$ cat config.mk
export PLATFORM = sky130hd
export DESIGN_NAME = m68kDramCtrl
export DESIGN_NICKNAME = d
export VERILOG_FILES = /design/src/source/sdramPkg.sv /design/src/source/cpuBusPkg.sv /design/src/source/sdramTimers.sv /design/src/source/dramSequencer.sv /design/src/source/sdramPhy.sv /design/src/source/m68kDramCtrl.sv
export VERILOG_INCLUDE_DIRS = /design/src /design/src/source
export SDC_FILE = /design/constraint.sdc
export NUM_CORES = 1
export LEC_CHECK = 0
export BUFFER_PORTS_ARGS = -buffer_cell sky130_fd_sc_hd__buf_2
export CAP_MARGIN = 20
export CORE_AREA = 2 2 96 98
export CTS_CLUSTER_SIZE = 40
export DETAILED_ROUTE_END_ITERATION = 16
export DIE_AREA = 0 0 98 100
export PLACE_DENSITY = 0.85
export SLEW_MARGIN = 20
export SYNTH_ARGS = -nofsm -noshare
export SYNTH_HDL_FRONTEND = slang
export SYNTH_HIERARCHICAL = 1
export SYNTH_SLANG_ARGS = --single-unit
$ cat constraint.sdc
create_clock -name Clock -period 10.24 [get_ports Clock]
set_clock_uncertainty 0.15 [all_clocks]
set_input_delay 0 -clock Clock [delete_from_list [all_inputs] [get_ports Clock]]
set_output_delay 0 -clock Clock [all_outputs]
set_load 0.05 [all_outputs]
$ cat src/source/m68kDram_macros.svh
// timing and init constants for the 68000 SDRAM controller
// power-up wait, refresh reload, init loop counts, mode register value
`ifndef M68KDRAM_MACROS_SVH
`define M68KDRAM_MACROS_SVH

////////////////////////////// power-up
`define PowerUpDelay 7 // clocks with CKE low, short for simulation

////////////////////////////// refresh
`define RefreshInterval 16'h0176 // refresh timer reload
`define InitRefreshCount 10 // auto-refreshes during init
`define RefreshNopCount 3 // NOPs after each auto-refresh

////////////////////////////// mode register
`define ModeNopCount 3 // NOPs after mode register load
`define CasLatency 2 // read data delay in clocks
`define ModeRegisterValue 13'h220 // burst 1, CL2, single write

////////////////////////////// timers
`define TimerWidth 16 // width of delay and refresh counters

`endif

$ cat src/source/sdramPkg.sv
// SDRAM side types
// command encoding, A bus with row and column views, registered pin bundle
package sdramPkg;

	// {CKE, CS_L, RAS_L, CAS_L, WE_L}
	typedef enum logic [4:0] {
		PowerUp = 5'b00000, // CKE and CS low while supply settles
		Nop = 5'b10111,
		Activate = 5'b10011, // bank and row on BA and A
		Read = 5'b10101, // A10 high selects auto-precharge
		Write = 5'b10100, // A10 high selects auto-precharge
		Precharge = 5'b10010, // A10 high means all banks
		AutoRefresh = 5'b10001,
		ModeSet = 5'b10000 // mode word on A
	} sdramCmd;

	// A bus is a row during activate, a column plus A10 during read and write
	typedef union packed {
		logic [12:0] rowView; // full row address
		struct packed {
			logic [1:0] spare; // A12..A11, unused for columns
			logic autoPrecharge; // A10
			logic [9:0] column; // A9..A0
		} colView;
	} sdramAddr;

	typedef struct packed {
		sdramCmd cmd; // 5 bit command
		sdramAddr addr; // 13 bit A bus
		logic [1:0] bank; // BA1..BA0
	} sdramPins;

endpackage

$ cat src/source/cpuBusPkg.sv
// 68000 side types
// CPU address field layout and the bundled bus inputs
package cpuBusPkg;

	// 32 bit word address split into SDRAM coordinates
	typedef struct packed {
		logic [5:0] unused; // 31..26
		logic [1:0] bank; // 25..24
		logic [12:0] row; // 23..11
		logic [9:0] column; // 10..1
		logic byteLane; // A0, not driven by a 68000
	} cpuAddr;

	typedef struct packed {
		cpuAddr addr;
		logic [15:0] dataIn; // write data from CPU
		logic upperStrobe_L; // UDS
		logic lowerStrobe_L; // LDS
		logic select_L; // DRAM address decode
		logic write_L; // low for write, high for read
		logic addrStrobe_L; // AS
	} cpuBus;

endpackage

$ cat src/source/sdramTimers.sv
// delay timer for power-up and CAS wait
// refresh interval timer reloaded with the refresh period
`timescale 1ns/1ps
`include "m68kDram_macros.svh"

module sdramTimers (
	input logic Clock,
	input logic Reset_L,
	input logic delayLoad, // load delayValue on next edge
	input logic [`TimerWidth-1:0] delayValue,
	input logic refreshLoad, // restart the refresh period
	output logic delayDone, // delay counter at zero
	output logic refreshDue // refresh counter at zero
);

	logic [`TimerWidth-1:0] delayCount;
	logic [`TimerWidth-1:0] refreshCount;

	////////////////////////////// delay counter
	always_ff @(posedge Clock or negedge Reset_L) begin
		if (!Reset_L) begin
			delayCount <= '0;
		end else if (delayLoad) begin
			delayCount <= delayValue;
		end else if (delayCount != '0) begin
			delayCount <= delayCount - 1'b1; // stops at zero
		end
	end

	assign delayDone = (delayCount == '0);

	////////////////////////////// refresh counter
	always_ff @(posedge Clock or negedge Reset_L) begin
		if (!Reset_L) begin
			refreshCount <= '0;
		end else if (refreshLoad) begin
			refreshCount <= `RefreshInterval;
		end else if (refreshCount != '0) begin
			refreshCount <= refreshCount - 1'b1;
		end
	end

	assign refreshDue = (refreshCount == '0);

	// a new period starts only once the previous one has run out
	refreshLoadWhenDue: assert property (@(posedge Clock) disable iff (!Reset_L)
		refreshLoad |-> refreshDue);

endmodule

$ cat src/source/dramSequencer.sv
// main controller FSM for the 68000 SDRAM interface
// init sequence, periodic refresh and single-word access
// NOP and refresh loop counters, SDRAM address build from the CPU address
`timescale 1ns/1ps
`include "m68kDram_macros.svh"

module dramSequencer (
	input logic Clock,
	input logic Reset_L,
	input cpuBusPkg::cpuBus Bus,
	input logic delayDone,
	input logic refreshDue,
	output logic delayLoad,
	output logic [`TimerWidth-1:0] delayValue,
	output logic refreshLoad,
	output sdramPkg::sdramPins nextPins, // registered by the phy
	output logic writeEnable, // drive DQ next cycle
	output logic [15:0] writeData,
	output logic latchRead, // take DQ on this falling edge
	output logic ackNext, // Dtack low next cycle
	output logic initDone
);

	typedef enum logic [4:0] {
		InitStart, PowerWait, FirstNop, InitPrecharge, InitPrechargeNop,
		InitRefresh, InitRefreshNop, ModeLoad, ModeNop, LoadRefresh,
		Idle, RefPrecharge, RefPrechargeNop, RefRefresh, RefNop,
		RowOpen, WriteCmd, WriteHold, ReadCmd, CasWait, Terminate
	} seqState;

	localparam logic [12:0] PrechargeAllAddr = 13'h0400; // A10 high selects every bank

	seqState state;
	seqState nextState;
	logic [3:0] nopCount; // NOPs left after refresh or mode load
	logic [3:0] refreshCount; // init auto-refreshes left
	logic strobeLow; // either data strobe active
	sdramPkg::sdramAddr rowAddr;
	sdramPkg::sdramAddr colAddr;

	assign strobeLow = !Bus.upperStrobe_L || !Bus.lowerStrobe_L;

	////////////////////////////// address views
	always_comb begin
		rowAddr.rowView = Bus.addr.row; // A23..A11
		colAddr.colView.spare = 2'b00;
		colAddr.colView.autoPrecharge = 1'b1; // every access closes its row
		colAddr.colView.column = Bus.addr.column; // A10..A1
	end

	////////////////////////////// state and loop counters
	always_ff @(posedge Clock or negedge Reset_L) begin
		if (!Reset_L) begin
			state <= InitStart;
			nopCount <= '0;
			refreshCount <= '0;
			initDone <= 1'b0;
		end else begin
			state <= nextState;
			case (state)
				InitPrechargeNop: refreshCount <= 4'(`InitRefreshCount);
				InitRefresh: begin
					nopCount <= 4'(`RefreshNopCount);
					refreshCount <= refreshCount - 4'd1;
				end
				RefRefresh: nopCount <= 4'(`RefreshNopCount);
				ModeLoad: nopCount <= 4'(`ModeNopCount);
				InitRefreshNop, ModeNop, RefNop: nopCount <= nopCount - 4'd1;
				LoadRefresh: initDone <= 1'b1; // releases CPU reset
				default: ;
			endcase
		end
	end

	////////////////////////////// next state and outputs
	always_comb begin
		nextState = state;
		nextPins.cmd = sdramPkg::Nop; // default command
		nextPins.addr = '0;
		nextPins.bank = 2'b00;
		delayLoad = 1'b0;
		delayValue = '0;
		refreshLoad = 1'b0;
		writeEnable = 1'b0;
		writeData = '0;
		latchRead = 1'b0;
		ackNext = 1'b0;

		case (state)
			InitStart: begin
				nextPins.cmd = sdramPkg::PowerUp;
				delayLoad = 1'b1;
				delayValue = `TimerWidth'(`PowerUpDelay);
				nextState = PowerWait;
			end
			PowerWait: begin
				nextPins.cmd = sdramPkg::PowerUp; // CKE low until delay ends
				if (delayDone) nextState = FirstNop;
			end
			FirstNop: nextState = InitPrecharge;
			InitPrecharge: begin
				nextPins.cmd = sdramPkg::Precharge;
				nextPins.addr = PrechargeAllAddr;
				nextState = InitPrechargeNop;
			end
			InitPrechargeNop: nextState = InitRefresh;
			InitRefresh: begin
				nextPins.cmd = sdramPkg::AutoRefresh;
				nextState = InitRefreshNop;
			end
			InitRefreshNop: begin
				if (nopCount == 4'd1) begin
					nextState = (refreshCount != '0) ? InitRefresh : ModeLoad;
				end
			end
			ModeLoad: begin
				nextPins.cmd = sdramPkg::ModeSet;
				nextPins.addr.rowView = `ModeRegisterValue;
				nextState = ModeNop;
			end
			ModeNop: if (nopCount == 4'd1) nextState = LoadRefresh;
			LoadRefresh: begin
				refreshLoad = 1'b1; // first refresh period
				nextState = Idle;
			end
			Idle: begin
				if (refreshDue) begin
					nextState = RefPrecharge; // refresh wins over access
				end else if (!Bus.select_L && !Bus.addrStrobe_L) begin
					nextState = RowOpen;
				end
			end
			RefPrecharge: begin
				nextPins.cmd = sdramPkg::Precharge;
				nextPins.addr = PrechargeAllAddr;
				nextState = RefPrechargeNop;
			end
			RefPrechargeNop: nextState = RefRefresh;
			RefRefresh: begin
				nextPins.cmd = sdramPkg::AutoRefresh;
				nextState = RefNop;
			end
			RefNop: begin
				if (nopCount == 4'd1) begin
					refreshLoad = 1'b1; // next period starts now
					nextState = Idle;
				end
			end
			RowOpen: begin
				nextPins.cmd = sdramPkg::Activate;
				nextPins.addr = rowAddr;
				nextPins.bank = Bus.addr.bank;
				nextState = Bus.write_L ? ReadCmd : WriteCmd;
			end
			WriteCmd: begin
				if (strobeLow) begin // data valid once a strobe falls
					nextPins.cmd = sdramPkg::Write;
					nextPins.addr = colAddr;
					nextPins.bank = Bus.addr.bank;
					writeEnable = 1'b1;
					writeData = Bus.dataIn;
					nextState = WriteHold;
				end
			end
			WriteHold: begin
				writeEnable = 1'b1; // DQ held a second cycle
				writeData = Bus.dataIn;
				ackNext = 1'b1;
				nextState = Terminate;
			end
			ReadCmd: begin
				nextPins.cmd = sdramPkg::Read;
				nextPins.addr = colAddr;
				nextPins.bank = Bus.addr.bank;
				delayLoad = 1'b1;
				delayValue = `TimerWidth'(`CasLatency);
				nextState = CasWait;
			end
			CasWait: begin
				if (delayDone) begin
					latchRead = 1'b1; // data latched before Dtack falls
					ackNext = 1'b1;
					nextState = Terminate;
				end
			end
			Terminate: begin
				if (strobeLow) begin
					ackNext = 1'b1; // hold Dtack while CPU holds strobes
				end else begin
					nextState = Idle;
				end
			end
			default: nextState = Idle;
		endcase
	end

	// Dtack to the CPU only after init has released its reset
	ackAfterInit: assert property (@(posedge Clock) disable iff (!Reset_L)
		ackNext |-> initDone);

	// DQ still driven the cycle after writeEnable drops
	noReadWhileDriving: assert property (@(posedge Clock) disable iff (!Reset_L)
		nextPins.cmd == sdramPkg::Read |-> !writeEnable && !$past(writeEnable));

endmodule

$ cat src/source/sdramPhy.sv
// output registers for SDRAM pins, DQ drive and CPU handshake
// falling-edge read data latch
`timescale 1ns/1ps

module sdramPhy (
	input logic Clock,
	input logic Reset_L,
	input sdramPkg::sdramPins nextPins,
	input logic writeEnable,
	input logic [15:0] writeData,
	input logic latchRead,
	input logic ackNext,
	input logic initDone,
	input logic [15:0] DqIn,
	output sdramPkg::sdramPins SdramPins,
	output logic [15:0] DqOut,
	output logic DqEnable, // board buffer drives DQ when high
	output logic [15:0] DataOut, // read data to CPU
	output logic Dtack_L,
	output logic ResetOut_L
);

	////////////////////////////// pin registers
	always_ff @(posedge Clock or negedge Reset_L) begin
		if (!Reset_L) begin
			SdramPins.cmd <= sdramPkg::PowerUp; // CKE and CS low
			SdramPins.addr <= '0;
			SdramPins.bank <= 2'b00;
			DqEnable <= 1'b0;
			Dtack_L <= 1'b1;
			ResetOut_L <= 1'b0; // CPU held in reset until init ends
		end else begin
			SdramPins <= nextPins;
			DqEnable <= writeEnable;
			Dtack_L <= !ackNext;
			ResetOut_L <= initDone;
		end
	end

	// write data captured when the drive window opens
	always_ff @(posedge Clock) begin
		if (writeEnable && !DqEnable) DqOut <= writeData;
	end

	// read data mid-cycle, ahead of the Dtack edge
	always_ff @(negedge Clock) begin
		if (latchRead) DataOut <= DqIn;
	end

	noDriveOnRead: assert property (@(posedge Clock) disable iff (!Reset_L)
		!(DqEnable && SdramPins.cmd == sdramPkg::Read));

endmodule

$ cat src/source/m68kDramCtrl.sv
// top level of the 68000 SDRAM controller
// timers, sequencer FSM and pin registers
`timescale 1ns/1ps
`include "m68kDram_macros.svh"

module m68kDramCtrl (
	input logic Clock,
	input logic Reset_L,
	input cpuBusPkg::cpuBus Bus,
	input logic [15:0] DqIn,
	output sdramPkg::sdramPins SdramPins,
	output logic [15:0] DqOut,
	output logic DqEnable,
	output logic [15:0] DataOut,
	output logic Dtack_L,
	output logic ResetOut_L
);

	logic delayLoad;
	logic [`TimerWidth-1:0] delayValue;
	logic refreshLoad;
	logic delayDone;
	logic refreshDue;
	sdramPkg::sdramPins nextPins; // command before the pin register
	logic writeEnable;
	logic [15:0] writeData;
	logic latchRead;
	logic ackNext;
	logic initDone;

	sdramTimers timersInst (.Clock, .Reset_L, .delayLoad, .delayValue, .refreshLoad,
		.delayDone, .refreshDue);

	dramSequencer sequencerInst (.Clock, .Reset_L, .Bus, .delayDone, .refreshDue,
		.delayLoad, .delayValue, .refreshLoad, .nextPins, .writeEnable, .writeData,
		.latchRead, .ackNext, .initDone);

	sdramPhy phyInst (.Clock, .Reset_L, .nextPins, .writeEnable, .writeData,
		.latchRead, .ackNext, .initDone, .DqIn, .SdramPins, .DqOut, .DqEnable,
		.DataOut, .Dtack_L, .ResetOut_L);

endmodule

### Word level (Yosys, flattened, before mapping)

Index checks and enable logic that the tools add are counted.

| cells by class | value |
|---|---|
| add/subtract/negate cells | 4 |
| equal/unequal tests | 29 |
| mux-type cells | 33 |
| reductions and logical operators | 27 |

Operator list:

| cell | count |
|---|---|
| case mux 5 bit (20 select lines) | 1 |
| two-way mux 16 bit | 5 |
| case mux 13 bit (5 select lines) | 1 |
| two-way mux 5 bit | 9 |
| equality test 5 x 4 -> 1 bit, second input constant | 8 |
| case mux 5 bit (7 select lines) | 1 |
| logical NOT 16 bit | 2 |
| case mux 16 bit (2 select lines) | 1 |
| nonzero test 16 bit | 2 |
| subtractor 16 x 1 -> 16 bit, second input constant | 2 |
| equality test 5 bit, second input constant | 5 |
| equality test 5 x 3 -> 1 bit, second input constant | 4 |
| two-way mux 17 bit | 1 |
| case mux 4 bit (2 select lines) | 2 |
| equality test 5 x 2 -> 1 bit, second input constant | 2 |
| OR reduction 2 bit | 5 |
| inequality test 2 x 1 -> 1 bit, second input constant | 4 |
| AND reduction 8 bit | 1 |
| nonzero test 2 bit | 4 |
| subtractor 4 x 1 -> 4 bit, second input constant | 2 |
| logical NOT 1 bit | 6 |
| inequality test 2 bit, second input constant | 3 |
| case mux 3 bit (2 select lines) | 1 |
| OR reduction 3 bit | 2 |
| other kinds (12) | 19 |

| word-level totals | value |
|---|---|
| register bits | 101 |
| output and inout port bits | 55 |
| logic and storage cells | 107 |

### Longest topological paths before layout

Gate-level depths: netlist of the first run.

| logic depth | value |
|---|---|
| depth in word-level cells | 5 |
| gate-level depth with buffers | 10 |

### Modules after synthesis

Netlist of the first run, hierarchy kept.

By module, submodules not included:

| module | instances | cells each | area an instance (um^2) | seq. area each (um^2) |
|---|---|---|---|---|
| sdramTimers | 1 | 209 | 1898.1 | 800.8 |
| sdramPhy | 1 | 58 | 1559.0 | 1537.7 |
| dramSequencer | 1 | 203 | 1556.5 | 350.3 |

==> results of run 1 <==
synth_stat cells, drive strengths merged (8+ instances only):
library cell	number	area share, %
dfrtp	68	34
nor2	39	2.9
edfxtp	32	19
buf	29	3.6
nand2	27	2.0
nor3	22	2.4
inv	21	1.6
o21ai	21	2.1
and2	19	2.4
a21oi	18	1.8
nor2b	11	1.5
a22o	9	1.6
nand3	8	0.80
nor4	8	1.2
how the worst min path moves through the flow:
stage / startpoint / to / slack [ns] / cells after the start
detailed placement: Bus[44] / phyInst/SdramPins[14]$_DFF_PN0_ / 0.06 / 2
global route: Bus[3] / phyInst/DqEnable$_DFF_PN0_ / 0.08 / 4
CTS: Bus[3] / phyInst/DqEnable$_DFF_PN0_ / 0.01 / 4
global placement: Bus[43] / phyInst/SdramPins[13]$_DFF_PN0_ / 0.06 / 2
finish: Bus[3] / phyInst/DqEnable$_DFF_PN0_ / 0.08 / 4
floorplan: Reset_L / phyInst/DqEnable$_DFF_PN0_ / -0.45 / 0
flip-flops by register name, summed over array words and instances, names as in the netlist:
| name | flops |
|---|---|
| phyInst/DataOut | 16 |
| phyInst/DqEnable | 1 |
| phyInst/DqOut | 16 |
| phyInst/Dtack_L | 1 |
| phyInst/ResetOut_L | 1 |
| phyInst/SdramPins | 20 |
| sequencerInst/initDone | 1 |
| sequencerInst/nopCount | 4 |
| sequencerInst/refreshCount | 4 |
| sequencerInst/state | 5 |
| timersInst/delayCount | 16 |
| timersInst/refreshCount | 16 |
power by group through the flow:
stage,registers (mW),logic (mW),clock network [mW]
final,0.426,0.0409,0.300
after global routing,0.426,0.0456,0.327
after CTS,0.425,0.0407,0.299
after detailed placement,0.433,0.0301,0.00999
after global placement,0.433,0.0297,0.00999
after floorplan,0.433,0.0136,0.00999
layout make-up:
class                   instances  area [sq um]
well taps                     111           139
inverters                      20          75.1
fillers                       601          2550
flip-flops and latches        101          2690
repair buffers                166          1060
multi-input cells             325          2100
clock buffers                   9           124
clock inverters                23           154
logic make-up after synthesis:
logic type | Yosys count
compound gates | 111
mux | 9
fa+ha+maj | 5
flops | 101
simple gates | 178
other cells | 1
buf+inv | 57
xor+xnor | 8
per-layer routing:
layer | vias up | share of wire [%] | wire, microns
li1 | 2041 | - | -
met1 | 2065 | 38 | 5000
met2 | 247 | 50 | 6590
met3 | 42 | 7.6 | 1010
met4 | 0 | 4.3 | 563
met5 | - | 0 | 0
through the flow:
| stage | cells | hold WS (ns) | setup slack [ns] | power (mW) |
|---|---|---|---|---|
| floorplan | 483 | -0.446 | 1.91 | 0.457 |
| global placement | 680 | 0.0587 | 2.04 | 0.473 |
| detailed placement | 680 | 0.0629 | 1.92 | 0.473 |
| CTS | 755 | 0.0127 | 1.92 | 0.765 |
| global route | 755 | 0.0790 | 1.84 | 0.798 |
| finish | 755 | 0.0826 | 2.10 | 0.767 |
worst reg2reg max path: stages, from the launching register on:
cell and delay, ns:
dfrtp_1 0.45, inv_1 0.09, ha_1 0.21, nor3b_1 0.52, nand4_1 0.33, inv_1 0.18, inv_1 0.10, nor3_4 0.64
repair_timing:
item | in CTS | in global routing
hold buffers | 44 | 0
endpoints found under the hold margin | 100 | 0
gates resized for setup | 0 | 0
==> impl_metrics.py, run 1 <==
metrics = {
    "worst_setup_path": {
        "worst_setup_path_start_kind": "flip-flop",
        "crit_required_ns": 5.00,
        "r2r_setup_slack_ns": 2.10,
        "crit_arrival_ns": 2.91,
        "endpoint": "phyInst/DataOut[0]$_DFFE_NP_",
        "critPathLaunch": "timersInst/delayCount[0]$_DFFE_PN0P_",
        "cp_top_family": "simple AND/OR/NAND/NOR gates",
        "crit_top_cell": "inv_1",
        "critical-path-slowest-cell": "nor3_4",
        "cp_num_cells": 7,
        "reg2reg_to": "phyInst/DataOut[0]$_DFFE_NP_",
        "max_stage_delay_ns": 0.64,
        "crit_type": "flip-flop to flip-flop",
        "cp_max_fo": 16,
        "crit_chain": "inv_1, ha_1, nor3b_1, nand4_1, inv_1, inv_1, nor3_4",
        "reg2reg_from": "timersInst/delayCount[0]$_DFFE_PN0P_",
        "cp-end-kind": "flip-flop",
        "r2r_cells": 7,
        "crit_buf_inv": 3,
    },
    "global_routing": {
        "grt_usage_pct": 27.1,
        "grt_remaining_overflow": 0,
        "met1_usage_pct": 32.0,
        "top_usage_layer": "met2",
        "use_met2_pct": 46.7,
        "grt_pass1_vias": 4269,
        "grt_use_met3_pct": 5.36,
        "grt_max_degree": 70,
        "grt_antenna_before_repair": 0,
        "grt_pass1_wl_microns": 21000,
    },
    "placement": {
        "gp_congestion": 0.927,
        "dp_hpwl_microns": 7950,
        "dpl-instance-area_sq_um": 5620,
        "port_buffers": 118,
    },
    "floorplanning": {
        "fp.dieW_microns": 98,
        "io-pin-count": 126,
        "die_y_microns": 100,
        "dieArea_sq_um": 9800,
        "fp-row-count": 35,
        "coreArea_sq_um": 8890,
        "start_util_pct": 56.4,
    },
    "route": {
        "drc_errors": 0,
        "wl_microns": 13200,
        "first_pass_iters": 5,
        "vias": 4395,
        "post_drt_wl_per_cell_microns": 17.4,
        "ant_nets": 0,
        "initialDrtViolationCount": 363,
        "vias_per_cell": 5.82,
    },
    "timing": {
        "setup_viol": 0,
        "tns_ns": 0,
        "rsz0062_at_grt": "no",
        "timing_hold_violations_final": 0,
        "slew_viol_final": 0,
        "tightest_slew_ns": 0.996,
        "timing.slew.headroom_pct": 33.4,
    },
    "synthesis": {
        "synth_top_family_by_area": "simple AND/OR/NAND/NOR gates",
        "synth_edf_count": 32,
        "ys_types": 78,
        "synth_compound_area_share_pct": 15.6,
        "async_flop_share_pct": 68.3,
        "synthCells": 470,
        "synth_top_flop_cell": "dfrtp_1",
        "synthMuxAreaShare_pct": 1.95,
        "synthAdderAreaFrac_pct": 1.25,
        "syn_area_per_cell_sq_um": 10.7,
        "ys.warnings.count": 6,
        "synth_xor_area_share_pct": 1.40,
        "seq_area_frac_synth_pct": 53.6,
        "netlist_area_sq_um": 5010,
        "synth-seq-cells": 101,
        "synth-simple-area-share_pct": 20.3,
    },
    "clocking": {
        "clk-insertion-delay-late_ns": 0.38,
        "htreeDepth": 3,
        "cts_root_buf": "clkbuf_8",
        "cts_tree": "yes",
        "cts.clk_slew.worst_paths_ns": 0.11,
        "cts_buffer_depth": 2,
        "cts_setup_buffers": 0,
        "cts_sinks": 101,
        "cts_buffers": 9,
    },
    "pwr": {
        "combPwrFrac_pct": 5.3,
        "p_leak_nw": 2.96,
        "clockPowerShare_pct": 39.2,
        "p_switching_mw": 0.212,
        "power_frac_seq_pct": 55.5,
        "p_sw_share_pct": 27.6,
        "pwr_density_cell_nw_per_um2": 121,
        "vdd_ir_drop_max_uv": 60.0,
        "internal_power_mw": 0.555,
    },
    "flow_run": {
        "drv_cap": 0,
    },
    "run_status": {
        "status": "completed",
    },
    "cells_and_area": {
        "fin_util_pct": 71.4,
        "stdcell_area_sq_um": 6340,
        "fin_nets": 715,
        "diodes": 0,
        "syn2layout_area_growth_pct": 26.5,
        "mostFrequentLayoutCells": "buf_2, dfrtp_1, dlygate4sd3_1, nor2_1, inv_1",
        "drive_gt1_share_pct": 24.8,
        "layout.cells.most_common": "buf_2",
    },
    "hold_path": {
        "hold_class": "primary input to flip-flop",
    },
}
Note: power is estimated with default switching activity, not from simulation.
==> run 2: changes to the inputs <==
CORE_AREA = 2 2 101 103   (was 2 2 96 98)
DIE_AREA = 0 0 103 105   (was 0 0 98 100)
PLACE_DENSITY = 0.78   (was 0.85)
clock period = 7.8 ns   (was 10.24 ns; I/O delays follow)
==> impl_metrics.py, run 2 (synthesized netlist as in run 1, its figures left out) <==
metrics = {
    "floorplanning": {
        "start_util_pct": 52.0,
        "fp-row-count": 36,
        "io-pin-count": 126,
        "coreArea_sq_um": 9640,
        "dieArea_sq_um": 10800,
        "die_y_microns": 105,
        "fp.dieW_microns": 103,
    },
    "timing": {
        "slew_viol_final": 0,
        "holdWs_ns": 0.0387,
        "tns_ns": 0,
        "timing.slew.headroom_pct": 34.3,
        "timing_hold_violations_final": 0,
        "rsz0062_at_grt": "no",
        "tightest_slew_ns": 0.981,
        "setup_ws_ns": 1.19,
        "setup_viol": 0,
    },
    "pwr": {
        "p_leak_nw": 2.96,
        "vdd_ir_drop_max_uv": 75.5,
        "report.power.total_mw": 1.03,
        "pwr_density_cell_nw_per_um2": 161,
    },
    "cells_and_area": {
        "fin_nets": 713,
        "largest_register_ffs": 20,
        "drive_gt1_share_pct": 24.9,
        "mostFrequentLayoutCells": "buf_2, dfrtp_1, dlygate4sd3_1, nor2_1, inv_1",
        "regMostFlops": "phyInst/SdramPins",
        "stdcell_count": 775,
        "layout.cells.most_common": "buf_2",
        "diodes": 0,
        "nFillCells": 768,
        "syn2layout_area_growth_pct": 27.1,
    },
    "route": {
        "vias": 4227,
        "wl_microns": 11300,
        "ant_nets": 0,
        "first_pass_iters": 6,
        "vias_per_cell": 5.45,
        "drc_errors": 0,
        "post_drt_wl_per_cell_microns": 14.6,
        "initialDrtViolationCount": 278,
    },
    "global_routing": {
        "grt_antenna_before_repair": 0,
        "grt_usage_pct": 21.7,
        "grt_remaining_overflow": 0,
        "grt_max_degree": 70,
        "grt_pass1_wl_microns": 18700,
        "grt_pass1_vias": 4124,
    },
    "clocking": {
        "cts_setup_buffers": 0,
        "clk-insertion-delay-late_ns": 0.37,
        "cts_buffers": 9,
        "cts_resized": 0,
        "cts_tree": "yes",
        "htreeDepth": 3,
        "cts.clk_slew.worst_paths_ns": 0.10,
        "cts_sinks": 101,
        "cts_buffer_depth": 2,
        "cts_root_buf": "clkbuf_8",
    },
    "worst_setup_path": {
        "cp-end-kind": "flip-flop",
        "cp_max_fo": 16,
        "worst_setup_path_start_kind": "flip-flop",
        "crit_type": "flip-flop to flip-flop",
        "crit_arrival_ns": 2.63,
        "crit_required_ns": 3.83,
    },
    "placement": {
        "gp_congestion": 0.853,
        "port_buffers": 118,
        "place_ws_ns": 1.26,
        "dp_hpwl_microns": 7530,
        "place_inst": 702,
    },
    "hold_path": {
        "hold_class": "primary input to flip-flop",
    },
    "flow_run": {
        "drv_cap": 0,
    },
    "run_status": {
        "status": "completed",
    },
}
==> run 2: cell count changes in the layout (fill, tap and decap cells not counted), sizes merged <==
| cell | change |
|---|---|
| bufinv | +4 |
| clkbuf | +1 |
| dlygate4sd3 | -2 |
| inv | -5 |
==> run 2: cell type report <==
type                       instances  area [sq um]  area share (%)
sequential                       101          2690            42.2
clock inverter                    22           170            2.67
tap                              133           166            2.61
inverter                          20          75.1            1.18
timing repair buffer             164          1040            16.3
multi-input combinational        325          2100            33.0
clock buffer                      10           128            2.00
==> run 2: timing repair <==
| action | in CTS | in global routing |
|---|---|---|
| hold buffers | 42 | 0 |
| endpoints found under the hold margin | 99 | 0 |
| endpoints found under the setup margin | 0 | 0 |
==> run 2: path summary, 6_finish.rpt <==
kind	from	end	slack [ns]	cells past startpoint
min	Bus[4]	phyInst/Dtack_L$_DFF_PN1_	0.04	5
max	timersInst/delayCount[0]$_DFFE_PN0P_	phyInst/DataOut[0]$_DFFE_NP_	1.19	8
max reg2reg	timersInst/delayCount[0]$_DFFE_PN0P_	phyInst/DataOut[0]$_DFFE_NP_	1.19	8
max in group asynchronous	Reset_L	phyInst/DqEnable$_DFF_PN0_	6.70	3
min in group asynchronous	Reset_L	sequencerInst/nopCount[0]$_DFFE_PN0P_	0.21	3
min reg2reg	sequencerInst/initDone$_DFFE_PN0P_	phyInst/ResetOut_L$_DFF_PN0_	0.24	0
==> run 2: metrics by stage <==
stage	util, %	instance area (sq um)
floorplan	-	5060
global placement	58.6	5650
detailed placement	58.6	5650
CTS	66.0	6360
global route	66.1	6370
finish	66.1	6370
==> run 2: worst max-delay path, stage by stage (launching register included) <==
cell and delay [ns]:
dfrtp_1 0.44, inv_1 0.10, ha_1 0.20, nor3b_1 0.54
nand4_1 0.33, inv_1 0.16, inv_1 0.08, nor3_2 0.16
buf_4 0.26
==> run 2: power breakdown <==
| part | switching, mW | total (mW) | internal (mW) |
|---|---|---|---|
| combinational | 0.0222 | 0.0519 | 0.0297 |
| clock | 0.192 | 0.415 | 0.223 |
| sequential | 0.00734 | 0.559 | 0.551 |
| total | 0.221 | 1.03 | 0.805 |
==> run 2: metal layers <==
metal  routed length [microns]  GRT usage [%]  share of wire [%]
met5                         0              0                  0
met4                       224           7.99                2.0
met3                       917           4.21                8.1
met2                      5410           35.5                 48
met1                      4740           28.4                 42
